===== config.mk =====
export PLATFORM = sky130hd
export DESIGN_NAME = flit_fifo
export DESIGN_NICKNAME = d
export VERILOG_FILES = /design/src/hw/pe_pkg.sv /design/src/hw/flit_fifo.sv
export VERILOG_INCLUDE_DIRS = /design/src /design/src/include
export SDC_FILE = /design/constraint.sdc
export NUM_CORES = 1
export LEC_CHECK = 0
export ABC_CLOCK_PERIOD_IN_PS = 4900
export BUFFER_PORTS_ARGS = -buffer_cell sky130_fd_sc_hd__buf_2
export CAP_MARGIN = 20
export CORE_UTILIZATION = 54
export CTS_CLUSTER_DIAMETER = 150
export CTS_CLUSTER_SIZE = 10
export DETAILED_ROUTE_END_ITERATION = 6
export GPL_ROUTABILITY_DRIVEN = 0
export HOLD_SLACK_MARGIN = 0.05
export PLACE_DENSITY_LB_ADDON = 0.3
export SYNTH_ARGS = -nofsm -noshare
export SYNTH_HDL_FRONTEND = slang
export SYNTH_SLANG_ARGS = --single-unit

===== constraint.sdc =====
create_clock -name clock_i -period 4.9 [get_ports clock_i]
set_input_delay 0.735 -clock clock_i [delete_from_list [all_inputs] [get_ports clock_i]]
set_output_delay 0.735 -clock clock_i [all_outputs]
set_load 0.03 [all_outputs]

===== src/include/pe_params.svh =====
`ifndef PE_PARAMS_SVH
`define PE_PARAMS_SVH

// ====================
// node identity
// ====================
// mesh address, x in bits 3:0 and y in bits 11:8
`define PE_NODE_ADDRESS 16'h0102

// ====================
// sizes
// ====================
`define PE_RAM_WORDS    1024
`define PE_RAM_AW       $clog2(`PE_RAM_WORDS)
`define PE_FIFO_DEPTH   8
// router local port input slots
`define PE_LINK_CREDITS 4

// ====================
// memory map
// ====================
`define PE_RAM_BASE     32'h4000_0000
`define PE_RAM_LAST     32'h5fff_ffff
`define PE_DMA_BASE     32'h2000_0000

`endif


===== src/hw/pe_pkg.sv =====
`default_nettype none

package pe_pkg;

  // ====================
  // base types
  // ====================
  typedef logic [31:0] word_t;
  typedef logic [31:0] flit_t;
  typedef logic [31:0] addr_t;
  // bit 1 is send done
  typedef logic [7:0]  irq_t;

  // ====================
  // bundles
  // ====================
  typedef struct packed {
    addr_t addr;
    word_t wdata;
    logic  we;
  } bus_req_t;

  typedef struct packed {
    logic  valid;
    flit_t data;
  } link_t;

  // send setup handed from decoder to engine
  typedef struct packed {
    logic [15:0] dest;
    addr_t       addr;
    logic [15:0] size;
  } dma_cfg_t;

  typedef enum logic [2:0] {
    IDLE,
    HEADER,
    SIZE,
    READ,
    DONE
  } send_state_t;

endpackage

`default_nettype wire


===== src/hw/flit_fifo.sv =====
`default_nettype none
`include "pe_params.svh"

module flit_fifo #(
  parameter int unsigned DEPTH = `PE_FIFO_DEPTH
) (
  input  wire                         clock_i,
  input  wire                         reset_i,
  input  wire                         push_i,
  input  wire  pe_pkg::flit_t         flit_i,
  input  wire                         pop_i,
  output pe_pkg::flit_t               flit_o,
  output logic                        full_o,
  output logic                        empty_o
);

  localparam int unsigned PTR_W = (DEPTH > 1) ? $clog2(DEPTH) : 1;
  localparam int unsigned CNT_W = $clog2(DEPTH + 1);

  pe_pkg::flit_t    mem [DEPTH];
  logic [PTR_W-1:0] wr_ptr_q;
  logic [PTR_W-1:0] rd_ptr_q;
  logic [CNT_W-1:0] count_q;
  logic             do_push;
  logic             do_pop;

  assign do_push = push_i && !full_o;
  assign do_pop  = pop_i && !empty_o;

  // pointer advance with wrap for any depth
  function automatic logic [PTR_W-1:0] next_ptr(input logic [PTR_W-1:0] ptr);
    return (ptr == PTR_W'(DEPTH - 1)) ? '0 : ptr + 1'b1;
  endfunction

  always_ff @(posedge clock_i) begin
    if (do_push) begin
      mem[wr_ptr_q] <= flit_i;
    end
  end

  always_ff @(posedge clock_i) begin
    if (!reset_i) begin
      wr_ptr_q <= '0;
      rd_ptr_q <= '0;
      count_q  <= '0;
    end else begin
      if (do_push) begin
        wr_ptr_q <= next_ptr(wr_ptr_q);
      end
      if (do_pop) begin
        rd_ptr_q <= next_ptr(rd_ptr_q);
      end
      case ({do_push, do_pop})
        2'b10:   count_q <= count_q + 1'b1;
        2'b01:   count_q <= count_q - 1'b1;
        default: ;
      endcase
    end
  end

  // head of queue visible without a pop
  assign flit_o  = mem[rd_ptr_q];
  assign full_o  = (count_q == CNT_W'(DEPTH));
  assign empty_o = (count_q == '0);

endmodule

`default_nettype wire


; After elaboration in Yosys (flattened, before gate mapping)
; Memories as Yosys holds them, arrays and structs flattened. A register that Yosys moved wholly into a read port is not among the register bits.
; Index checks and enable logic that the tools add are counted.
[totals]
reg_bits = 10
mem_bits_rw = 256
input_bits = 36
out_inout_bits = 34
elab_cells = 26
mem_count = 1
[memory_table]
columns = name, words, word_bits, rd, rd_ports_with_merged_regs, write_ports, line
row1 = mem, 8, 32, 1, 1, 1, flit_fifo.sv:20  ; pe_pkg::flit_t mem [DEPTH];
[op_classes]
n_addsub = 4
n_eq_ne = 5
mux = 7
n_reduce_logical = 6
[ops]
columns = cell, n
row1 = 2-to-1 mux 3 bit, 4
row2 = one-hot mux 4 bit (2 select lines), 1
row3 = adder 3 x 1 -> 3 bit (second input constant), 2
row4 = == test 3 bit (second input constant), 2
row5 = adder 4 x 1 -> 4 bit (second input constant), 1
row6 = == test 4 bit (second input constant), 1
row7 = logical NOT 4 bit, 1
row8 = subtractor 4 x 1 -> 4 bit (second input constant), 1
row9 = == test 2 x 1 -> 1 bit (second input constant), 1
row10 = == test 2 bit (second input constant), 1
row11 = logical AND 1 bit, 2
row12 = logical NOT 1 bit, 2
row13 = 2-to-1 mux 1 bit, 2
row14 = nonzero test 2 bit, 1

; Longest topological paths before layout
; Gate-level depths: netlist of the first run.
[logic_depth]
ltp_word = 5
depth_mapped = 11

; Worst setup path before layout of the first run
; OpenSTA, ideal clock, no wires.
[synth_timing]
path_type = input -> register
startpoint = input port push_i
endpoint = memory mem[0][0] (netlist bit), enable pin
setup_time_ns = 0.501
t_arrival_ns = 4.151
setup_slack_ns = 0.248
cell_stages = 3
path_buffers = 1
cell_sequence = a21bo_1 > buf_2 > nor4_1
[synth_via]
elab_chain_len = 3
[synth_rtl]
columns = item, line
row1 = "start, declared", flit_fifo.sv:9  ; input wire push_i,
row2 = logical AND 1 bit, flit_fifo.sv:27  ; assign do_push = push_i && !full_o;
row3 = 2-to-1 mux 1 bit, flit_fifo.sv:36  ; if (do_push) begin
row4 = 2-to-1 mux 1 bit (implied by the code), flit_fifo.sv:37  ; mem[wr_ptr_q] <= flit_i;
row5 = "end, declared", flit_fifo.sv:20
; Every way passes these cells.

==> results of run 1 <==
## per-stage QoR
step / utilization [%] / area (sq um) / power [uW] / hold WS (ns) / setup slack (ns)
after floorplan: - / 10500 / 3860 / 0.467 / 0.248
after global placement: 59.2 / 11200 / 4120 / 0.479 / 1.88
after detailed placement: 59.2 / 11200 / 4160 / 0.499 / 1.84
after CTS: 63.5 / 12000 / 6060 / 0.456 / 1.27
after global routing: 63.5 / 12000 / 6230 / 0.469 / 1.21
final: 63.5 / 12000 / 6000 / 0.470 / 1.34
## cell families (layout without fill, tap and decap cells)
group / Yosys count / count (layout)
DFF: 269 / 269
muxes: 100 / 100
and+or+nand+nor: 34 / 34
buffers and inverters: 25 / 128
AOI/OAI and AO/OA: 12 / 12
adders and majority gates: 7 / 7
xor gates and xnor gates: 3 / 3
other: 0 / 2
## critical path, cell delays in order, from the launching register on
cell and delay, ns:
dfxtp_4 0.79, buf_4 0.41, mux4_1 0.60, mux2_2 0.29, buf_2 0.18
## cells in the mapped netlist (all sizes together) (3+ instances only)
cell	count	area [sq um]
edfxtp	256	7690
nor2	3	11.3
mux2i	3	30.0
dfxtp	13	260
mux2	33	372
nand2	7	26.3
buf	20	143
mux4	64	1590
a21oi	3	15.0
ha	7	87.6
clkbuf	4	15.0
nor2b	4	25.0
nor3	7	35.0
nand2b	3	18.8
a21boi	4	30.0
## registers in the layout, summed over array words and instances (netlist names), named ones only
signal / cells
wr_ptr_q: 3
rd_ptr_q: 3
mem: 256
count_q: 4
## cell usage in the layout, fill, tap and decap left out, types with 3 or more instances in the layout
cell | synthesis | routed
edfxtp_1 | 256 | 256
buf_4 | 1 | 15
clkbuf_16 | 0 | 31
nor2b_1 | 4 | 4
buf_2 | 9 | 69
a21oi_1 | 3 | 3
nor2_4 | 0 | 3
nor3_1 | 7 | 3
a21boi_0 | 3 | 3
nor3_2 | 0 | 4
ha_1 | 7 | 7
mux2_2 | 33 | 33
nand2b_1 | 3 | 3
mux4_2 | 24 | 24
dfxtp_1 | 13 | 10
clkbuf_1 | 4 | 12
mux4_1 | 40 | 40
mux2i_1 | 3 | 3
nand2_1 | 7 | 7
## path summary, 6_finish.rpt
path | end | cells after the start
min reg2reg | register | 2
min | mem[5][0]$_DFFE_PP_ | 1
max | flit_o[22] | 4
max reg2reg | count_q[2]$_SDFFE_PN0P_ | 9
## routing by layer
layer | wire length, um | track usage [%]
met1 | 8070 | 26.2
met2 | 9180 | 31.9
met3 | 962 | 3.24
met4 | 272 | 5.21
met5 | 0 | 0
## layout make-up
| class | instances | area share [%] |
|---|---|---|
| inverter | 1 | 0.0313 |
| multi-input combinational | 156 | 20.3 |
| tap | 260 | 2.71 |
| clock buffer | 43 | 6.84 |
| antenna | 2 | 0.0417 |
| sequential | 269 | 66.3 |
| timing repair buffer | 84 | 3.82 |
## power breakdown
group | total, uW | internal, uW | switching [uW] | leakage [uW]
Clock | 1910 | 1130 | 780 | 0.000396
Combinational | 1280 | 592 | 690 | 0.00113
Sequential | 2810 | 2670 | 138 | 0.00243
Total | 6000 | 4390 | 1610 | 0.00396
==> impl_results.md, run 1 <==
* Mapped Cells at 450
* CTS tree: built
* Leak Pwr at around 0.0040 uW
* Syn Area/Cell at approximately 23 sq um
* Period utilization at ~73%
* Placed Instances at 770
* Clock skew at around 0.0076 ns
* Worst flop-to-flop path startpoint: count_q[1]$_SDFFE_PN0P_
* Critical path arrival at around 2.8 ns
* Multi-input gate area at approximately 0.0024 sq mm
* CTS H-Tree Depth at 1
* CP max FO at 37
* Post-Syn Area at 0.0105 sq mm
* Grt ovf at 0
* Total Routing Usage GR at 19.1%
* Status: finished, final reports clean
* Post-cts sizing count at 0
* Main synth FF type: edfxtp_1
* Yosys reg bits at approximately 270
* Highest clock rate at approximately 280 MHz
* CTS buffer count at 30
* Vias in the first global route at 4,798
* Die extent in y at ~140 um
* Initial antenna violation count at 2
* Largest family of logic cells by synthesized area: multiplexers
* Worst min-delay path startpoint: flit_i[0]
* Filler cells at approximately 1.3k
* Mux contribution to synthesized area at about a fifth
* Tmin final at around 3.6 ns
* Setup bufs post-CTS at 0
* CTS Buffer Depth at 3
* Final hold vios at 0
* Global-route wire length before repair at between 20,000 and 30,000 um
* Slew Limit Fails at 0
* Detail Route Antenna Nets at 0
* Xor/xnor share of the synthesized area at less than 1%
* Number of synthesized flops with an enable pin at 256
* Number of core rows at 50
* Startpoint types: register
* Compound-gate portion of the synthesized area at 0.894%
* Simple-gate share of the synthesized area at between 1.5 and 2%
* Setup tns final at 0 ns
* I/O pin total at 70
* Power Dens Cells at ~500 mW/mm^2
* Req. time, crit path at around 4.2 ns
* Peak supply drop at between 0.0003 and 0.0004 V
* Die area at 0.0200 sq mm
* Total number of yosys warnings at 0
* Critical Path End Type: output port
* 1st-pass router iterations at 4
* Post-synthesis net count at ~500
* Area of the core at roughly 0.019 sq mm
* Register clock-pin slew on the reported worst setup and hold paths at 0.06 ns
* Initial core utilization at between 50 and 60%
* Largest net degree at the start of global routing at 47
* DRC at 0
* Least-Margin Pin Slew at about 1.1 ns
* Unique masters post-synth at 35
* Clock sinks at between 200 and 300
* FF+latch area at slightly below 0.008 sq mm
* Hpwl dp at about 10,000 um
* Synth-to-Final Area Change at 14.4%
* Wire length per cell at ~23 um
* Via count at 4,650
* Die W at 141 um
* Hold WC Path Type: input port to register
* Async set-reset flop share out of synthesis at 0%
* Layout cells sized above 1 at 33.3%
* Kind of critical path: register to output port
* Final WL at 18,500 um
* PortBufs at around 70
* Routed vias/inst at 5.71
* Register area share after synthesis at between 70% and 80%
* Final setup viols at 0
* Post-Synth Adder-Cell Area at less than 1%
* Hold_buf cts at 0
* Starting DRC count in detailed routing at between 300 and 400
* R2R setup slack at about 2.2 ns
* RSZ-0062 raised after global routing: no
* Nets at around 590
* CTS root buf: clkbuf_16
* Max-cap violation count at 0
* Clock latency at the later pin of the worst-skew pair at ~0.53 ns
* Final Instance Count excl. Fillers at 815
* Slew HR at roughly 28%
Note: power is estimated with default switching activity, not from simulation.
==> run 2, diff against run 1 <==
--- a/config.mk
+++ b/config.mk
@@ -6,10 +6,10 @@
 export SDC_FILE = /design/constraint.sdc
 export NUM_CORES = 1
 export LEC_CHECK = 0
-export ABC_CLOCK_PERIOD_IN_PS = 4900
+export ABC_CLOCK_PERIOD_IN_PS = 3700
 export BUFFER_PORTS_ARGS = -buffer_cell sky130_fd_sc_hd__buf_2
 export CAP_MARGIN = 20
-export CORE_UTILIZATION = 54
+export CORE_UTILIZATION = 60
 export CTS_CLUSTER_DIAMETER = 150
 export CTS_CLUSTER_SIZE = 10
 export DETAILED_ROUTE_END_ITERATION = 6
==> constraint.sdc (replaced) <==
create_clock -name clock_i -period 3.7 [get_ports clock_i]
set_input_delay 0.555 -clock clock_i [delete_from_list [all_inputs] [get_ports clock_i]]
set_output_delay 0.555 -clock clock_i [all_outputs]
set_load 0.03 [all_outputs]
==> run 2 against run 1 <==
Count of clock-buffer cells in the layout did not move; sequential cell count did not move; sequential share of layout area fell by 0.11 points; worst hold slack got worse by 0.18 ns; critical path depth did not move; die area fell by 9.9%; first-iteration DRC count fell by 17%; clock power rose by 32%; critical path type unchanged; largest cell class unchanged.
==> impl_results.md, run 2 (synthesis results as in run 1) <==
* Wire length per cell at 23.4 um (was 22.7 um)
* Final WL at 18,100 um (was 18,500 um)
* Commonest non-fill, non-tap cell in the layout: edfxtp_1 (unchanged)
* DRC at 0 (unchanged)
* Worst min-delay path startpoint: flit_i[6] (was flit_i[0])
* Largest regs: mem (256), count_q (4) (unchanged)
* Vias in the first global route at 5,086 (was 4,798)
* Clock skew at 0.0110 ns (was 0.00757 ns)
* Initial core utilization at 62.4% (was 55.6%)
* Clock latency at the later pin of the worst-skew pair at 0.53 ns (about the same)
* Critical Path End Type: output port (unchanged)
* Hpwl dp at 10,600 um (was 10,500 um)
* Clock sinks at 269 (unchanged)
* Most frequent cells in the layout: edfxtp_1, buf_2, mux4_1, mux2_2, clkbuf_16 (unchanged)
* RSZ-0062 raised after global routing: no (unchanged)
* Layout cells sized above 1 at 33.6% (was 33.3%)
* CTS buffer count at 30 (unchanged)
* Initial antenna violation count at 0 (was 2)
* Detail Route Antenna Nets at 0 (unchanged)
* Peak supply drop at 0.000453 V (was 0.000314 V)
* Total Routing Usage GR at 21.4% (was 19.1%)
* Diode count at 0 (was 2)
* 1st-pass router iterations at 4 (unchanged)
* Max reg flops at 256 (unchanged)
* Final Instance Count excl. Fillers at 776 (was 815)
* Switching Fraction at 26.7% (was 26.8%)
* Die W at 134 um (was 141 um)
* Leak Pwr at 0.00398 uW (was 0.00396 uW)
* Post-cts sizing count at 0 (unchanged)
* Setup bufs post-CTS at 0 (unchanged)
* Req. time, crit path at 3.14 ns (was 4.16 ns)
* Final Power at 7980 uW (was 6000 uW)
* Starting DRC count in detailed routing at 309 (was 371)
* Slew Limit Fails at 0 (unchanged)
* Critical path arrival at 2.57 ns (was 2.82 ns)
* Setup tns final at 0 ns (unchanged)
* Most used routing layer: met2 (unchanged)
* CTS tree: built (unchanged)
* Met1 Use GR at 28.2% (was 26.2%)
* Highest clock rate at roughly 320 MHz
* Number of core rows at 47 (was 50)
* Max-cap violation count at 0 (unchanged)
* Clock power frac at 31.6% (was 31.9%)
* Hold_buf cts at 0 (unchanged)
* Placed Instances at 733 (was 770)
* Least-Margin Pin Slew at 0.975 ns (was 1.08 ns)
* Status: finished, final reports clean (unchanged)
* Top reg by flops: mem (unchanged)
* Synth-to-Final Area Change at 14.5% (was 14.4%)
* Utilization after layout at 71.5% (was 63.5%)
* CTS Buffer Depth at 3 (unchanged)
* PortBufs at 69 (unchanged)
* Startpoint types: register (unchanged)
* I/O pin total at 70 (unchanged)
* Register clock-pin slew on the reported worst setup and hold paths at 0.06 ns (about the same)
* Worst flop-to-flop path startpoint: count_q[1]$_SDFFE_PN0P_ (unchanged)
* Routed vias/inst at 6.06 (was 5.71)
* CP max FO at 30 (was 37)
* Internal Power at 5850 uW (was 4390 uW)
* Power Dens Cells at 664 mW/mm^2 (was 500 mW/mm^2)
* Met3 Track Usage GR at 3.63% (was 3.24%)
* Grt ovf at 0 (unchanged)
* Area of the core at 0.0168 sq mm (was 0.0189 sq mm)
* NetSw at 2130 uW (was 1610 uW)
* Global-route wire length before repair at 28,300 um (was 27,800 um)
* Hold slack final at 0.293 ns (was 0.470 ns)
* Tmin final at roughly 3.1 ns
* Period utilization at between 80 and 90%
* CTS root buf: clkbuf_16 (unchanged)
* Final setup viols at 0 (unchanged)
* Register share of total power at 46.3% (was 46.7%)
* Logic pwr share at 22.0% (was 21.4%)
* Hold WC Path Type: input port to register (unchanged)
* Via count at 4,703 (was 4,650)
* Met2 Track Usage GR at 37.3% (was 31.9%)
* Nets at 588 (was 585)
* Die area at 0.0180 sq mm (was 0.0200 sq mm)
* Largest net degree at the start of global routing at 33 (was 47)
* Kind of critical path: register to output port (unchanged)
* Die extent in y at 134 um (was 141 um)
* CTS H-Tree Depth at 1 (unchanged)
* Slew HR at 35.0% (was 28.2%)
* Final hold vios at 0 (unchanged)
[run 2: changes by cell type in the layout (fill, tap and decap cells not counted), sizes merged]
cell / previous run / this run
diode: 2 / 0
buf: 84 / 87
[run 2: worst max-delay path, stage by stage (launching register included)]
cell,delay [ns]
dfxtp_4,0.64
buf_12,0.30
mux4_1,0.59
mux2_2,0.31
buf_2,0.19
[run 2: power groups by stage]
stage	Combinational (uW)	Clock [uW]	Sequential, uW
after CTS	1780	2560	3700
final	1760	2520	3700
after global placement	1730	0	3740
after detailed placement	1770	0	3760
after global routing	1880	2680	3720
after floorplan	1470	0	3630
[run 2: area by class of cell]
type | instances | area [sq um]
clock buffer | 43 | 821
timing repair buffer | 87 | 518
tap | 220 | 275
fill | 994 | 4800
inverter | 1 | 3.75
sequential | 269 | 7950
multi-input combinational | 156 | 2450
[run 2: final timing paths]
check / endpoint / slack, ns / depth (start not counted)
max: flit_o[2] / 0.58 / 4
min reg2reg: register / 0.52 / 2
min: mem[7][6]$_DFFE_PP_ / 0.29 / 1
max reg2reg: count_q[2]$_SDFFE_PN0P_ / 1.07 / 9
[run 2: per-stage QoR]
stage	cell area, sq um	setup slack [ns]
floorplan	10500	0.0815
global placement	11200	1.11
detailed placement	11200	1.06
CTS	12000	0.503
global route	12000	0.416
finish	12000	0.577
[run 2: routing by layer]
| layer | vias up | wire (um) | part of all wire [%] |
|---|---|---|---|
| met3 | 30 | 1100 | 6.1 |
| met5 | - | 0 | 0 |
| met2 | 155 | 9390 | 52 |
| met4 | 0 | 348 | 1.9 |
| li1 | 2109 | - | - |
| met1 | 2409 | 7290 | 40 |
==> run 3, diff against run 2 <==
--- a/config.mk
+++ b/config.mk
@@ -6,10 +6,10 @@
 export SDC_FILE = /design/constraint.sdc
 export NUM_CORES = 1
 export LEC_CHECK = 0
-export ABC_CLOCK_PERIOD_IN_PS = 3700
+export ABC_CLOCK_PERIOD_IN_PS = 2500
 export BUFFER_PORTS_ARGS = -buffer_cell sky130_fd_sc_hd__buf_2
 export CAP_MARGIN = 20
-export CORE_UTILIZATION = 60
+export CORE_UTILIZATION = 54
 export CTS_CLUSTER_DIAMETER = 150
 export CTS_CLUSTER_SIZE = 10
 export DETAILED_ROUTE_END_ITERATION = 6
==> constraint.sdc (replaced) <==
create_clock -name clock_i -period 2.5 [get_ports clock_i]
set_input_delay 0.375 -clock clock_i [delete_from_list [all_inputs] [get_ports clock_i]]
set_output_delay 0.375 -clock clock_i [all_outputs]
set_load 0.03 [all_outputs]
==> run 3 against run 2 <==
The flow now finishes with violations (negative setup slack); power grew 62%; clock skew decreased by 0.0017 ns; utilization is 4.6 points lower; critical path depth increased by 1; die area up 11%; sequential power increased by 46%; via count up 2.0%; setup slack worse by 0.68 ns; sequential cell count stayed put; cell area up 5.1%; largest cell class unchanged.
==> impl_results.md, run 3 (synthesis results as in run 1) <==
* Status: complete, but fails checks (was finished, final reports clean)
* Failing checks: negative setup slack
* Critical path arrival at 2.22 ns (was 2.57 ns)
* Slew Limit Fails at 0 (unchanged)
* Hold_buf cts at 0 (unchanged)
* Largest net degree at the start of global routing at 29 (was 33)
* Synth-to-Final Area Change at 20.4% (was 14.5%)
* Hold WC Path Type: input port to register (unchanged)
* Clock skew at 0.00933 ns (was 0.0110 ns)
* CTS buffer count at 30 (unchanged)
* Period utilization at 104%
* Clock sinks at 269 (unchanged)
* RSZ-0062 raised after global routing: yes (was no)
* Global-route wire length before repair at 31,500 um (was 28,300 um)
* Final setup viols at 29 (was 0)
* Layout cells sized above 1 at 40.8% (was 33.6%)
* PortBufs at 69 (unchanged)
* Top reg by flops: mem (unchanged)
* Highest clock rate at around 380 MHz
* Leak Pwr at 0.00418 uW (was 0.00398 uW)
* Vias in the first global route at 5,282 (was 5,086)
* Final hold vios at 0 (unchanged)
* Area of the core at 0.0189 sq mm (was 0.0168 sq mm)
* Routed vias/inst at 5.77 (was 6.06)
* Clock latency at the later pin of the worst-skew pair at 0.53 ns (about the same)
* Register clock-pin slew on the reported worst setup and hold paths at 0.06 ns (about the same)
* Commonest non-fill, non-tap cell in the layout: edfxtp_1 (unchanged)
* Worst min-delay path startpoint: flit_i[13] (was flit_i[6])
* Setup WS pre-CTS at -0.00856 ns (was 1.06 ns)
* Critical Path End Type: output port (unchanged)
* Number of core rows at 50 (was 47)
* Wire length per cell at 24.8 um (was 23.4 um)
* Die area at 0.0200 sq mm (was 0.0180 sq mm)
* Via count at 4,799 (was 4,703)
* CP max FO at 7 (was 30)
* Max-cap violation count at 0 (unchanged)
* Tmin final at approximately 2.6 ns
* Total Routing Usage GR at 21.7% (was 21.4%)
* Startpoint types: register (unchanged)
* CTS root buf: clkbuf_16 (unchanged)
* Power Dens Cells at 1020 mW/mm^2 (was 664 mW/mm^2)
* Peak supply drop at 0.000677 V (was 0.000453 V)
* Starting DRC count in detailed routing at 436 (was 309)
* Final WL at 20,600 um (was 18,100 um)
* 1st-pass router iterations at 4 (unchanged)
* Die W at 141 um (was 134 um)
* Initial antenna violation count at 0 (unchanged)
* DRC at 0 (unchanged)
* Max reg flops at 256 (unchanged)
* CTS tree: built (unchanged)
* CTS Buffer Depth at 3 (unchanged)
* Final setup margin at -0.0995 ns (was 0.577 ns)
* Initial core utilization at 55.6% (was 62.4%)
* Hpwl dp at 11,000 um (was 10,600 um)
* Kind of critical path: register to output port (unchanged)
* CTS H-Tree Depth at 1 (unchanged)
* Utilization after layout at 66.9% (was 71.5%)
* Least-Margin Pin Slew at 0.569 ns (was 0.975 ns)
* Largest regs: mem (256), count_q (4) (unchanged)
* Die extent in y at 141 um (was 134 um)
* Worst flop-to-flop path startpoint: count_q[2]$_SDFFE_PN0P_ (was count_q[1]$_SDFFE_PN0P_)
* Req. time, crit path at 2.12 ns (was 3.14 ns)
* Detail Route Antenna Nets at 0 (unchanged)
* Filler cells at 1,232 (was 994)
* Nets at 603 (was 588)
* Most frequent cells in the layout: edfxtp_1, mux4_2, buf_2, buf_6, clkbuf_16 (was edfxtp_1, buf_2, mux4_1, mux2_2, clkbuf_16)
* Slew HR at 62.1% (was 35.0%)
* Diode count at 0 (unchanged)
* Grt ovf at 0 (unchanged)
* I/O pin total at 70 (unchanged)
[run 3: worst paths after layout]
path	endpoint	slack, ns	depth (start not counted)
setup reg to reg	count_q[3]$_SDFFE_PN0P_	0.14	8
setup / recovery	flit_o[11]	-0.1	5
hold reg to reg	register	0.51	2
hold / removal	mem[0][13]$_DFFE_PP_	0.11	1
[run 3: repair_timing]
action	in CTS	in global routing
pin swaps	1	0
cloned	5	1
setup buffers	3	0
endpoints found under the setup margin	33	33
resized for setup	115	15
[run 3: layout make-up]
class / instances / area (sq um) / area share, %
Inverter: 1 / 3.75 / 0.0297
Tap cell: 260 / 325 / 2.57
Multi-Input combinational cell: 156 / 2480 / 19.6
Timing Repair Buffer: 102 / 1050 / 8.32
Sequential cell: 269 / 7960 / 63.0
Clock buffer: 43 / 821 / 6.50
[run 3: per-stage QoR]
step	total power, uW	setup TNS [ns]	std cells	area, sq um	hold WS (ns)
floorplan	7560	-56.04	450	10500	0.467
global placement	8180	0	779	11400	0.485
detailed placement	8290	-0.00856	779	11400	0.504
CTS	12900	-2.12	830	12600	0.0963
global route	13400	-3.17	831	12600	0.106
finish	12900	-1.53	831	12600	0.112
[run 3: power breakdown]
group / total (uW) / leakage, uW / switching (uW) / internal, uW
clock network: 3770 / 0.000396 / 1540 / 2220
registers: 5420 / 0.00243 / 185 / 5230
logic: 3720 / 0.00135 / 1760 / 1950
[run 3: metal layers]
metal / global-route usage (%) / up-vias / wire length [um]
met5: 0 / - / 0
met4: 6.28 / 0 / 341
met3: 3.41 / 27 / 1290
met2: 38.4 / 160 / 11100
met1: 28.0 / 2492 / 7910
li1: - / 2120 / -
[run 3: critical path, cell delays in order, from the launching register on]
cell and delay (ns):
dfxtp_4 0.41, buf_6 0.15, buf_16 0.15, mux4_2 0.52
mux2_4 0.31, buf_6 0.14
